[src/gfx_ctrl_defines.svh]
// Sizes and screen limits for the video control core, so widths here must match the engine ports
`ifndef GFX_CTRL_DEFINES_SVH
`define GFX_CTRL_DEFINES_SVH

// Register file
`define GFX_MMR_COUNT 8
`define GFX_MMR_AW 3

// SDRAM port shared by the tilemap and object engines
`define GFX_ROM_AW 18
`define GFX_ROM_DW 16

// Colour PROMs and output pixel
`define GFX_LUT_AW 8
`define GFX_LUT_DW 4
`define GFX_PXL_W 7

// Horizontal border in dump columns
`define GFX_BORDER_WIDE_LO 16
`define GFX_BORDER_WIDE_HI 272
`define GFX_BORDER_NARROW_LO 24
`define GFX_BORDER_NARROW_HI 264

// Lines blanked at the top of the frame
`define GFX_VBLANK_TOP 16

`endif
[src/gfx_ctrl_pkg.sv]
// Bus and field types of the video control core, and the register data bus is fixed at 8 bits
`include "gfx_ctrl_defines.svh"

package gfx_ctrl_pkg;

    // One CPU access where writes only count with cen high
    typedef struct packed {
        logic                    cs;
        logic                    rnw;
        logic                    cen;
        logic [`GFX_MMR_AW-1:0]  addr;
        logic [7:0]              din;
    } cpu_bus_t;

    // Fields decoded from registers 3, 6 and 7
    typedef struct packed {
        logic       nmi_en;
        logic       irq_en;
        logic       flip;
        logic       nmi_pace;
        logic       scrwin_en;
        logic [1:0] pal_bank;
        logic       narrow_en;
    } gfx_cfg_t;

    // Level request from a pixel engine
    typedef struct packed {
        logic                   cs;
        logic [`GFX_ROM_AW-1:0] addr;
    } rom_req_t;

    typedef struct packed {
        logic                   ok;
        logic [`GFX_ROM_DW-1:0] data;
    } rom_rsp_t;

    typedef struct packed {
        logic                   scrwin;
        logic [`GFX_LUT_AW-1:0] idx;
    } tile_pxl_t;

    // Address bit 8 picks the tile PROM when set
    typedef struct packed {
        logic                   we;
        logic [`GFX_LUT_AW:0]   addr;
        logic [`GFX_LUT_DW-1:0] data;
    } prom_wr_t;

endpackage

[src/gfx_ctrl_top.sv]
// Control core only, with the pixel engines and video RAMs outside and everything on the single clk
`timescale 1ns/100ps
`include "gfx_ctrl_defines.svh"

module gfx_ctrl_top (
    input  logic                    clk,
    input  logic                    rst,
    // Video timing
    input  logic                    pxl_cen,
    input  logic [8:0]              hdump,
    input  logic [8:0]              vdump,
    input  logic                    lhbl,
    input  logic                    lvbl,
    // CPU
    input  gfx_ctrl_pkg::cpu_bus_t  cpu,
    output logic [7:0]              dout,
    output logic                    cpu_irqn,
    output logic                    cpu_nmin,
    // Engine ROM requests
    input  gfx_ctrl_pkg::rom_req_t  scr_req,
    input  gfx_ctrl_pkg::rom_req_t  obj_req,
    output gfx_ctrl_pkg::rom_rsp_t  scr_rsp,
    output gfx_ctrl_pkg::rom_rsp_t  obj_rsp,
    // SDRAM
    output logic                    rom_cs,
    output logic [`GFX_ROM_AW-1:0]  rom_addr,
    output logic                    rom_obj_sel,
    input  logic [`GFX_ROM_DW-1:0]  rom_data,
    input  logic                    rom_ok,
    input  logic [1:0]              gfx_en,
    // Pixels
    input  gfx_ctrl_pkg::tile_pxl_t tile_pxl,
    input  logic [`GFX_LUT_AW-1:0]  obj_pxl,
    input  gfx_ctrl_pkg::prom_wr_t  prom_wr,
    output logic [`GFX_PXL_W-1:0]   pxl_out,
    output logic                    flip
);

    import gfx_ctrl_pkg::*;

    gfx_cfg_t cfg;

    assign flip = cfg.flip;

    gfx_regs u_regs (
        .clk  (clk),
        .rst  (rst),
        .cpu  (cpu),
        .dout (dout),
        .cfg  (cfg)
    );

    gfx_irq u_irq (
        .clk      (clk),
        .rst      (rst),
        .pxl_cen  (pxl_cen),
        .hdump    (hdump),
        .vdump    (vdump),
        .lhbl     (lhbl),
        .lvbl     (lvbl),
        .cfg      (cfg),
        .cpu_irqn (cpu_irqn),
        .cpu_nmin (cpu_nmin)
    );

    gfx_rom_arbiter u_rom_arbiter (
        .clk         (clk),
        .rst         (rst),
        .gfx_en      (gfx_en),
        .scr_req     (scr_req),
        .obj_req     (obj_req),
        .scr_rsp     (scr_rsp),
        .obj_rsp     (obj_rsp),
        .rom_cs      (rom_cs),
        .rom_addr    (rom_addr),
        .rom_obj_sel (rom_obj_sel),
        .rom_data    (rom_data),
        .rom_ok      (rom_ok)
    );

    gfx_color_mixer u_color_mixer (
        .clk      (clk),
        .rst      (rst),
        .pxl_cen  (pxl_cen),
        .hdump    (hdump),
        .vdump    (vdump),
        .cfg      (cfg),
        .tile_pxl (tile_pxl),
        .obj_pxl  (obj_pxl),
        .prom_wr  (prom_wr),
        .pxl_out  (pxl_out)
    );

endmodule

[src/gfx_color_mixer.sv]
// Pixel indices must be held two clocks before the pxl_cen that takes them, and the border follows the live dump position
`timescale 1ns/100ps
`include "gfx_ctrl_defines.svh"

module gfx_color_mixer (
    input  logic                    clk,
    input  logic                    rst,
    input  logic                    pxl_cen,
    input  logic [8:0]              hdump,
    input  logic [8:0]              vdump,
    input  gfx_ctrl_pkg::gfx_cfg_t  cfg,
    input  gfx_ctrl_pkg::tile_pxl_t tile_pxl,
    input  logic [`GFX_LUT_AW-1:0]  obj_pxl,
    input  gfx_ctrl_pkg::prom_wr_t  prom_wr,
    output logic [`GFX_PXL_W-1:0]   pxl_out
);

    import gfx_ctrl_pkg::*;

    tile_pxl_t              tile_q;
    logic [`GFX_LUT_AW-1:0] obj_q;
    logic                   scrwin_q;
    logic [`GFX_LUT_DW-1:0] tile_col;
    logic [`GFX_LUT_DW-1:0] obj_col;
    logic                   border_wide;
    logic                   border_narrow;
    logic                   blank_area;
    logic                   tile_sel;

    // Lookup addresses, and scrwin delayed to meet the PROM output
    always_ff @(posedge clk) begin
        tile_q   <= tile_pxl;
        obj_q    <= obj_pxl;
        scrwin_q <= tile_q.scrwin;
    end

    gfx_color_prom u_tile_prom (
        .clk     (clk),
        .we      (prom_wr.we && prom_wr.addr[`GFX_LUT_AW]),
        .wr_addr (prom_wr.addr[`GFX_LUT_AW-1:0]),
        .wr_data (prom_wr.data),
        .rd_addr (tile_q.idx),
        .q       (tile_col)
    );

    gfx_color_prom u_obj_prom (
        .clk     (clk),
        .we      (prom_wr.we && !prom_wr.addr[`GFX_LUT_AW]),
        .wr_addr (prom_wr.addr[`GFX_LUT_AW-1:0]),
        .wr_data (prom_wr.data),
        .rd_addr (obj_q),
        .q       (obj_col)
    );

    assign border_wide   = (hdump < `GFX_BORDER_WIDE_LO) || (hdump >= `GFX_BORDER_WIDE_HI);
    assign border_narrow = cfg.narrow_en &&
                           ((hdump < `GFX_BORDER_NARROW_LO) || (hdump >= `GFX_BORDER_NARROW_HI));
    assign blank_area    = (vdump < `GFX_VBLANK_TOP) || border_wide || border_narrow;

    // Tile wins over a transparent object or inside the window
    assign tile_sel = (obj_col == '0) ||
                      (cfg.scrwin_en && scrwin_q && (tile_col != '0));

    always_ff @(posedge clk, posedge rst) begin
        if (rst) begin
            pxl_out <= '1;
        end else if (pxl_cen) begin
            if (blank_area) begin
                pxl_out <= '0;
            end else if (tile_sel) begin
                pxl_out <= {cfg.pal_bank, 1'b1, tile_col};
            end else begin
                pxl_out <= {cfg.pal_bank, 1'b0, obj_col};
            end
        end
    end

endmodule

[src/gfx_color_prom.sv]
// Colour lookup PROM with one cycle read latency and no reset, so contents are unknown until loaded
`timescale 1ns/100ps
`include "gfx_ctrl_defines.svh"

module gfx_color_prom (
    input  logic                   clk,
    input  logic                   we,
    input  logic [`GFX_LUT_AW-1:0] wr_addr,
    input  logic [`GFX_LUT_DW-1:0] wr_data,
    input  logic [`GFX_LUT_AW-1:0] rd_addr,
    output logic [`GFX_LUT_DW-1:0] q
);

    logic [`GFX_LUT_DW-1:0] mem [0:(1 << `GFX_LUT_AW)-1];

    always_ff @(posedge clk) begin
        if (we) begin
            mem[wr_addr] <= wr_data;
        end
        // Read sees the old word on a same address write
        q <= mem[rd_addr];
    end

endmodule

[src/gfx_rom_arbiter.sv]
// Shares one SDRAM port between two level requesters and expects rom_ok no earlier than two cycles after rom_cs
`timescale 1ns/100ps
`include "gfx_ctrl_defines.svh"

module gfx_rom_arbiter (
    input  logic                   clk,
    input  logic                   rst,
    input  logic [1:0]             gfx_en,
    input  gfx_ctrl_pkg::rom_req_t scr_req,
    input  gfx_ctrl_pkg::rom_req_t obj_req,
    output gfx_ctrl_pkg::rom_rsp_t scr_rsp,
    output gfx_ctrl_pkg::rom_rsp_t obj_rsp,
    output logic                   rom_cs,
    output logic [`GFX_ROM_AW-1:0] rom_addr,
    output logic                   rom_obj_sel,
    input  logic [`GFX_ROM_DW-1:0] rom_data,
    input  logic                   rom_ok
);

    typedef enum logic [1:0] {
        OWN_IDLE,
        OWN_SCR,
        OWN_OBJ
    } owner_t;

    owner_t                 owner;
    logic                   settle;
    logic [1:0]             last_cs;
    logic                   scr_ok;
    logic                   obj_ok;
    logic [`GFX_ROM_DW-1:0] scr_data;
    logic [`GFX_ROM_DW-1:0] obj_data;
    logic                   scr_rise;
    logic                   obj_rise;
    logic                   scr_pend;
    logic                   obj_pend;
    logic                   done;

    assign scr_rise = scr_req.cs && !last_cs[0];
    assign obj_rise = obj_req.cs && !last_cs[1];

    // A held request that was already answered is not served twice
    assign scr_pend = scr_req.cs && gfx_en[0] && (scr_rise || !scr_ok);
    assign obj_pend = obj_req.cs && gfx_en[1] && (obj_rise || !obj_ok);

    // First rom_ok after the settle cycle ends the access
    assign done = (owner != OWN_IDLE) && settle && rom_ok;

    always_ff @(posedge clk, posedge rst) begin
        if (rst) begin
            owner       <= OWN_IDLE;
            settle      <= 1'b0;
            last_cs     <= 2'b00;
            rom_cs      <= 1'b0;
            rom_obj_sel <= 1'b0;
            scr_ok      <= 1'b0;
            obj_ok      <= 1'b0;
        end else begin
            last_cs <= {obj_req.cs, scr_req.cs};
            // New request clears ok, or answers at once when disabled
            if (scr_rise) begin
                scr_ok <= !gfx_en[0];
            end
            if (obj_rise) begin
                obj_ok <= !gfx_en[1];
            end
            if (owner == OWN_IDLE) begin
                settle <= 1'b0;
                if (scr_pend) begin
                    owner       <= OWN_SCR;
                    rom_cs      <= 1'b1;
                    rom_obj_sel <= 1'b0;
                end else if (obj_pend) begin
                    owner       <= OWN_OBJ;
                    rom_cs      <= 1'b1;
                    rom_obj_sel <= 1'b1;
                end
            end else if (done) begin
                owner  <= OWN_IDLE;
                rom_cs <= 1'b0;
                if (owner == OWN_SCR) begin
                    scr_ok <= 1'b1;
                end else begin
                    obj_ok <= 1'b1;
                end
            end else begin
                settle <= 1'b1;
            end
        end
    end

    // Address and returned words
    always_ff @(posedge clk) begin
        if (owner == OWN_IDLE) begin
            if (scr_pend) begin
                rom_addr <= scr_req.addr;
            end else if (obj_pend) begin
                rom_addr <= obj_req.addr;
            end
        end
        if (scr_rise && !gfx_en[0]) begin
            scr_data <= '0;
        end
        if (obj_rise && !gfx_en[1]) begin
            obj_data <= '0;
        end
        if (done && owner == OWN_SCR) begin
            scr_data <= rom_data;
        end
        if (done && owner == OWN_OBJ) begin
            obj_data <= rom_data;
        end
    end

    assign scr_rsp.ok   = scr_ok;
    assign scr_rsp.data = scr_data;
    assign obj_rsp.ok   = obj_ok;
    assign obj_rsp.data = obj_data;

endmodule

[src/gfx_irq.sv]
// Frame IRQ and line NMI sampled once every four pixels, so blanking edges must last a full sample
`timescale 1ns/100ps

module gfx_irq (
    input  logic                   clk,
    input  logic                   rst,
    input  logic                   pxl_cen,
    input  logic [8:0]             hdump,
    input  logic [8:0]             vdump,
    input  logic                   lhbl,
    input  logic                   lvbl,
    input  gfx_ctrl_pkg::gfx_cfg_t cfg,
    output logic                   cpu_irqn,
    output logic                   cpu_nmin
);

    logic sample;
    logic last_lvbl;
    logic last_lhbl;
    logic vbl_fall;
    logic hbl_fall;
    logic nmi_line;

    assign sample   = pxl_cen && (hdump[1:0] == 2'b11);
    assign vbl_fall = !lvbl && last_lvbl;
    assign hbl_fall = !lhbl && last_lhbl;

    // Every 16th line, or every 32nd with pacing on
    assign nmi_line = (&vdump[3:0]) && (vdump[4] || !cfg.nmi_pace);

    always_ff @(posedge clk, posedge rst) begin
        if (rst) begin
            cpu_irqn  <= 1'b1;
            cpu_nmin  <= 1'b1;
            last_lvbl <= 1'b0;
            last_lhbl <= 1'b0;
        end else if (sample) begin
            last_lvbl <= lvbl;
            last_lhbl <= lhbl;
            if (vbl_fall && cfg.irq_en) begin
                cpu_irqn <= 1'b0;
            end else if (lhbl || !cfg.irq_en) begin
                cpu_irqn <= 1'b1;
            end
            // Low for one sample period only
            cpu_nmin <= !(cfg.nmi_en && hbl_fall && nmi_line);
        end
    end

endmodule

[src/gfx_regs.sv]
// CPU register file on clk only, so the bus must hold a write until a clock where cen is high
`timescale 1ns/100ps
`include "gfx_ctrl_defines.svh"

module gfx_regs (
    input  logic                   clk,
    input  logic                   rst,
    input  gfx_ctrl_pkg::cpu_bus_t cpu,
    output logic [7:0]             dout,
    output gfx_ctrl_pkg::gfx_cfg_t cfg
);

    logic [7:0] mmr [0:`GFX_MMR_COUNT-1];
    logic       wr_en;

    assign wr_en = cpu.cs && cpu.cen && !cpu.rnw;

    always_ff @(posedge clk, posedge rst) begin
        if (rst) begin
            for (int i = 0; i < `GFX_MMR_COUNT; i++) begin
                mmr[i] <= '0;
            end
        end else if (wr_en) begin
            mmr[cpu.addr] <= cpu.din;
        end
    end

    // Read data follows the address without a register
    assign dout = mmr[cpu.addr];

    // Register 7 holds interrupt control and flip
    assign cfg.nmi_en    = mmr[7][0];
    assign cfg.irq_en    = mmr[7][1];
    assign cfg.flip      = mmr[7][3];
    assign cfg.nmi_pace  = mmr[7][4];

    // Register 6 holds colour control
    assign cfg.scrwin_en = mmr[6][3];
    assign cfg.pal_bank  = mmr[6][5:4];

    // Only the narrow layout bit survives without strip scroll
    assign cfg.narrow_en = mmr[3][6];

endmodule

[config.mk]
export PLATFORM = sky130hd
export DESIGN_NAME = gfx_ctrl_top
export DESIGN_NICKNAME = d
export VERILOG_FILES = /design/src/gfx_ctrl_pkg.sv /design/src/gfx_ctrl_top.sv /design/src/gfx_color_mixer.sv /design/src/gfx_color_prom.sv /design/src/gfx_rom_arbiter.sv /design/src/gfx_irq.sv /design/src/gfx_regs.sv
export VERILOG_INCLUDE_DIRS = /design/src
export SDC_FILE = /design/constraint.sdc
export NUM_CORES = 2
export LEC_CHECK = 0
export ABC_CLOCK_PERIOD_IN_PS = 3210
export BUFFER_PORTS_ARGS = -buffer_cell sky130_fd_sc_hd__buf_2
export CAP_MARGIN = 20
export CORE_ASPECT_RATIO = 1.75
export CORE_MARGIN = 2
export CORE_UTILIZATION = 55
export CTS_BUF_LIST = sky130_fd_sc_hd__clkbuf_2
export DETAILED_ROUTE_END_ITERATION = 8
export GPL_TIMING_DRIVEN = 0
export MAX_ROUTING_LAYER = met4
export PLACE_DENSITY_LB_ADDON = 0.3
export RECOVER_POWER = 50
export SYNTH_ARGS = -nofsm -noshare
export SYNTH_HDL_FRONTEND = slang
export SYNTH_SLANG_ARGS = --single-unit
[constraint.sdc]
create_clock -name clk -period 3.21 [get_ports clk]
set_input_delay 0.4815 -clock clk [delete_from_list [all_inputs] [get_ports clk]]
set_output_delay 0.4815 -clock clk [all_outputs]
set_load 0.05 [all_outputs]
* Word-level counts from Yosys, hierarchy flattened
Memories as Yosys holds them, arrays and structs flattened. A register that Yosys moved wholly into a read port is not among the register bits. Cells that the tools add are included. W data, S select, Z words.
Word-level totals: flip-flop bits (word level) 152, memories kept 2, bits in writable memories 2048, output and inout port bits 72, logic and storage cells 143, input bits 125
Memories:
- u_color_mixer.u_obj_prom.mem | depth 256, width 4, rd ports 1, clocked after memory_dff 1, write ports 1, line gfx_color_prom.sv:14 | logic [`GFX_LUT_DW-1:0] mem [0:(1 << `GFX_LUT_AW)-1];
- u_color_mixer.u_tile_prom.mem | depth 256, width 4, rd ports 1, clocked after memory_dff 1, write ports 1, line gfx_color_prom.sv:14
Operators by class: bitwise gates (word level) 1, equal/unequal tests 5, mux-type cells 39, reductions and logical operators 62, magnitude comparators 7
Operator list (count):
- $bwmux W64 | 1
- $mux W16 | 4
- $mux W18 | 2
- $logic_and A1 B1 Y1 | 27
- $lt A9 B5 Y1 const B | 3
- $bmux W8 S3 | 1
- $demux W8 S3 | 1
- $mux W8 | 3
- $mux W1 | 21
- $ge A9 B9 Y1 const B | 2
- $logic_not A1 Y1 | 13
- $reduce_bool A2 Y1 | 6
- $logic_or A1 B1 Y1 | 9
- $mux W2 | 4
- $mux W7 | 1
- $reduce_and A2 Y1 | 3
- $mux W5 | 1
- $eq A2 B2 Y1 const B | 2
- $ge A4 B4 Y1 const B | 1
- $logic_not A4 Y1 | 1
- $lt A4 B1 Y1 const B | 1
- $not A3 Y4 | 1
- $reduce_and A4 Y1 | 1
- $reduce_bool A4 Y1 | 1
- other kinds (4) | 4

* Depth between registers and ports, before layout
depth in word-level cells 7, mapped depth 12

* Modules after synthesis
Synthesis repeated with hierarchy kept, for this count alone.
Second synthesis, totals: cells, all modules 4527, area total of the unflattened synthesis 87801.7 um2
Modules (own cells, without submodules):
- gfx_color_prom | area an instance 40675.3 um2, cells each 2051, instances 2
- gfx_regs | area an instance 3099.2 um2, cells each 198, instances 1
- gfx_rom_arbiter | area an instance 2354.8 um2, cells each 144, instances 1
- gfx_color_mixer | area an instance 803.3 um2, cells each 63, instances 1
- gfx_irq | area an instance 193.9 um2, cells each 20, instances 1

* Worst setup path before layout
Ideal clock, no wire load.
kind input-to-output, from input port cpu[8] in the netlist's numbering, to output port dout[4], stages on the path 4, setup slack 595 ps, buffers on the path 2, arrival 2133 ps, path through buf_2 buf_1 mux4_2 mux2_2
Between the ends: word-level cells in the longest chain between the ends 4
RTL lines:
- start: declaration | line gfx_ctrl_top.sv:15 | input gfx_ctrl_pkg::cpu_bus_t cpu,
- $not A3 Y4 (implied by the code) | line gfx_regs.sv:29 | assign dout = mmr[cpu.addr];
- $bmux W8 S3 | line gfx_regs.sv:29
- $mux W8 (implied by the code) (2 in series) | line gfx_regs.sv:29
- end: declaration | line gfx_ctrl_top.sv:16 | output logic [7:0] dout,
No other way between the ends. The select of a mux whose other input is x is not followed.

* Worst setup path in the final report
from register u_regs.mmr, in the netlist u_regs.cfg[0], to output port dout[6]
Between the ends: word-level cells in the longest chain between the ends 3
RTL lines:
- start: declaration | line gfx_regs.sv:13 | logic [7:0] mmr [0:`GFX_MMR_COUNT-1];
- start signal: indexed assignment | line gfx_regs.sv:24 | mmr[cpu.addr] <= cpu.din;
- $bmux W8 S3 | line gfx_regs.sv:29
- $mux W8 (implied by the code) (2 in series) | line gfx_regs.sv:29
No other way between the ends. The select of a mux whose other input is x is not followed.

==> results.toml <==
[worst_setup_path]
r2r-start = "u_color_mixer.obj_q[3]"
slowest_delay_ps = 510
r2r_setup_slack_ps = -70
critPathRequiredTime_ps = 2730
cpMaxStageDelayCell = "mux4_2"
path_cells = "mux4_2 -> mux2_2 -> buf_6"
crit_type = "reg2out"
r2r-end = "u_color_mixer.u_obj_prom.q[2]"
crit_start = "u_regs.cfg[0]"
path_max_fanout = 2
crit_end = "dout[6]"
cp.arrival_ps = 2970
start_kind = "flip-flop"
reg2reg_depth = 8
endpoint_kind = "output port"

[power_and_ir_drop]
power.internal_mw = 40.05
switching_share = 0.2599
power_frac_clock = 0.310
pwr-share-seq = 0.594
p_leak_nw = 33.35
comb_power_share = 0.096
ir_drop_mv = 0.3231
cellPowerDensity_nw_per_um2 = 541.0
p_sw_mw = 14.07

[routing]
wl_per_cell_um = 33.18
drt-pass1-iter-count = 6
vias = 50580
drt-initial-drc-count = 6184
vias_per_cell = 6.362
drt-total-wl_um = 263800
drc = 0
drtAntennaViolNets = 0

[sta]
final.period_utilization = 1.076
skew_ps = 154.2
slew_headroom = -1.093
rsz0062_at_grt = "yes"
tns_ps = -1972
slew_viol_final = 843
finalWorstSetupSlack_ps = -243.9
tightest_slew_ps = 3139
final.min_clock_period_ps = 3454
timing.fmax_ghz = 0.2895
hold_viol_final = 0
finalSetupViolations = 15

[yosys]
synth_nets = 4672
synth_edf_count = 2098
ys_seq_area_frac = 0.7528
synth_top_area_cell = "edfxtp_1"
postSynthCellCount = 4547
synth_area_per_cell_um2 = 19.17
netlist_area_um2 = 87190
yosysWarnings = 0
ys_types = 51
async_reset_ff_frac = 0.03804
synthMostInstantiatedCell = "edfxtp_1"
yosys.area.top_type_share = 0.7226
synth_common_cells = "2,098 x edfxtp_1, 560 x nor2_1, 457 x mux4_2, 262 x mux2i_1, 151 x clkbuf_1"
synth_flop_cell = "edfxtp_1"
ys_seq_elements = 2208
ys_top_cells_by_area = "edfxtp_1 72%, mux4_2 12%, mux2i_1 3.0%"

[layout]
post-route-util = 0.6344
nets = 5669
drive_gt1_frac = 0.2999
area_growth_pct = 14.74

[floorplanning]
design.die.area_um2 = 161900
core_um2 = 157700
pin_count = 197
rows = 193
die_h_um = 530.7
initial_core_util = 0.5529
die_w_um = 305.0

[clock_tree]
clock_latency_ps = 1680
htree_levels = 5
cts_buffers = 459
cts_tree = "built"
clk_path_buf_depth = 4
clkSlewWorstSetupHoldPaths_ps = 110
numClockSinks = 2208
cts_root_buf = "clkbuf_2"

[placement]
dp_hpwl_um = 181000
place_congestion = 1.016
portBuffers = 193

[grt]
grtUsageTotal = 0.3362
grt_pass1_vias = 52360
antenna_found_initial = 14
grt_start_max_net_pins = 168
grt_overflow_total = 0
grt_pass1_wl_um = 366900

[flow_run]
max-cap-violations = 9

[min_path]
hold_path_class = "in2reg"

[run_status]
status = "finished, violations left"
violations = "max-capacitance violations, max-slew violations, negative setup slack"
## worst min-delay path by stage
stage                                  startpoint                             endpoint  slack [ps]  cells after the start
after floorplan           u_color_mixer.tile_q[8]               u_color_mixer.scrwin_q         310                      0
after global placement    u_color_mixer.tile_q[8]               u_color_mixer.scrwin_q         320                      0
after detailed placement  u_color_mixer.tile_q[8]               u_color_mixer.scrwin_q         320                      0
after CTS                              prom_wr[0]  u_color_mixer.u_obj_prom.mem[80][0]           6                      2
after global routing                  obj_req[18]             u_rom_arbiter.last_cs[1]         100                      3
final                                      cpu[9]                       u_regs.mmr[40]         140                      4
## cell usage in the layout (no fill, tap or decap), types with 10 or more instances in the layout
master	n
buf_8	53
dfrtp_1	75
clkinv_1	110
o221ai_1	75
buf_6	38
dlygate4sd3_1	259
diode_2	18
nor4_1	16
o22ai_1	53
inv_1	17
o21ai_0	32
mux4_2	457
inv_2	10
mux2i_1	258
edfxtp_1	2098
bufinv_16	10
mux2_2	98
and2_1	18
nand2_1	117
buf_4	55
buf_16	22
a22oi_1	16
clkbuf_1	114
and2_0	18
nand3_1	34
clkinv_2	28
nor3_1	31
buf_1	12
buf_2	185
nor2_1	556
nand2b_1	15
clkbuf_2	681
a211oi_1	11
clkbuf_4	11
buf_12	27
a21oi_1	64
dfxtp_1	22
a2111oi_0	10
nor2b_1	19
## stage by stage
step	cells	power [mW]	hold WS [ps]	cell area, um2	setup slack [ps]
2_1_floorplan	4547	35.26	309.6	87190	578.2
5_1_grt	7946	55.68	102.6	100000	-316.9
4_1_cts	7906	53.96	6.122	99700	-316.3
3_3_place_gp	6787	37.23	319.6	90720	-4920
6_report	7950	54.12	137.5	100000	-243.9
3_5_place_dp	6842	37.23	315.0	91830	-1498
## kinds of logic after synthesis
family                 count (synthesis)  synth area share
multiplexers                         819            0.1610
AO/OA/AOI/OAI                        336           0.02668
flip-flops                          2208            0.7528
AND/OR/NAND/NOR                      879           0.04275
buffers and inverters                305           0.01675
## power by group through the flow
stage               combinational [mW]  sequential, mW  clock (mW)
detailed placement                4.48            32.8           0
global placement                  4.29            32.9           0
CTS                               4.98            32.1        16.9
floorplan                         2.12            33.1           0
finish                            5.17            32.2        16.8
global route                      5.30            32.2        18.2
## critical path: cells and delay by family (launching register included)
kind	cells	cell delay, ps
buf+inv	1	160
mux	2	800
flops	1	420
## registers in the layout, indices dropped and copies added (netlist names), 2 cells and up
register	cells
u_color_mixer.tile_q	9
u_rom_arbiter.owner	2
u_rom_arbiter.last_cs	2
u_color_mixer.u_obj_prom.q	4
u_color_mixer.u_tile_prom.mem	1024
u_color_mixer.u_tile_prom.q	4
u_color_mixer.u_obj_prom.mem	1024
u_rom_arbiter.rom_addr	18
u_color_mixer.obj_q	8
u_regs.cfg	8
u_rom_arbiter.scr_data	16
u_regs.mmr	56
u_rom_arbiter.obj_data	16
u_color_mixer.pxl_out	7
## metal layers
layer  routed length [um]  track usage
met1                79550       0.3327
met2               134300       0.5673
met3                21540      0.06041
met4                28370       0.2984
met5                    0            -
## final cells by class
| type | instances | area, um2 |
|---|---|---|
| inverter | 21 | 80.08 |
| timing repair buffer | 543 | 4842 |
| clock inverter | 158 | 903.4 |
| antenna | 18 | 45.04 |
| tap | 2047 | 2561 |
| multi-input combinational | 2034 | 20470 |
| buffer | 277 | 2277 |
| sequential | 2208 | 65640 |
| fill | 10830 | 57650 |
| clock buffer | 644 | 3223 |
## timing repair
action | CTS | global route
endpoints found under the hold margin | 1744 | 5
gates resized for setup | 327 | 79
hold buffers | 260 | 4
endpoints found under the setup margin | 16 | 16
pin swaps | 13 | 11
setup buffers | 8 | 23
Power figures use the tool's default switching activity.
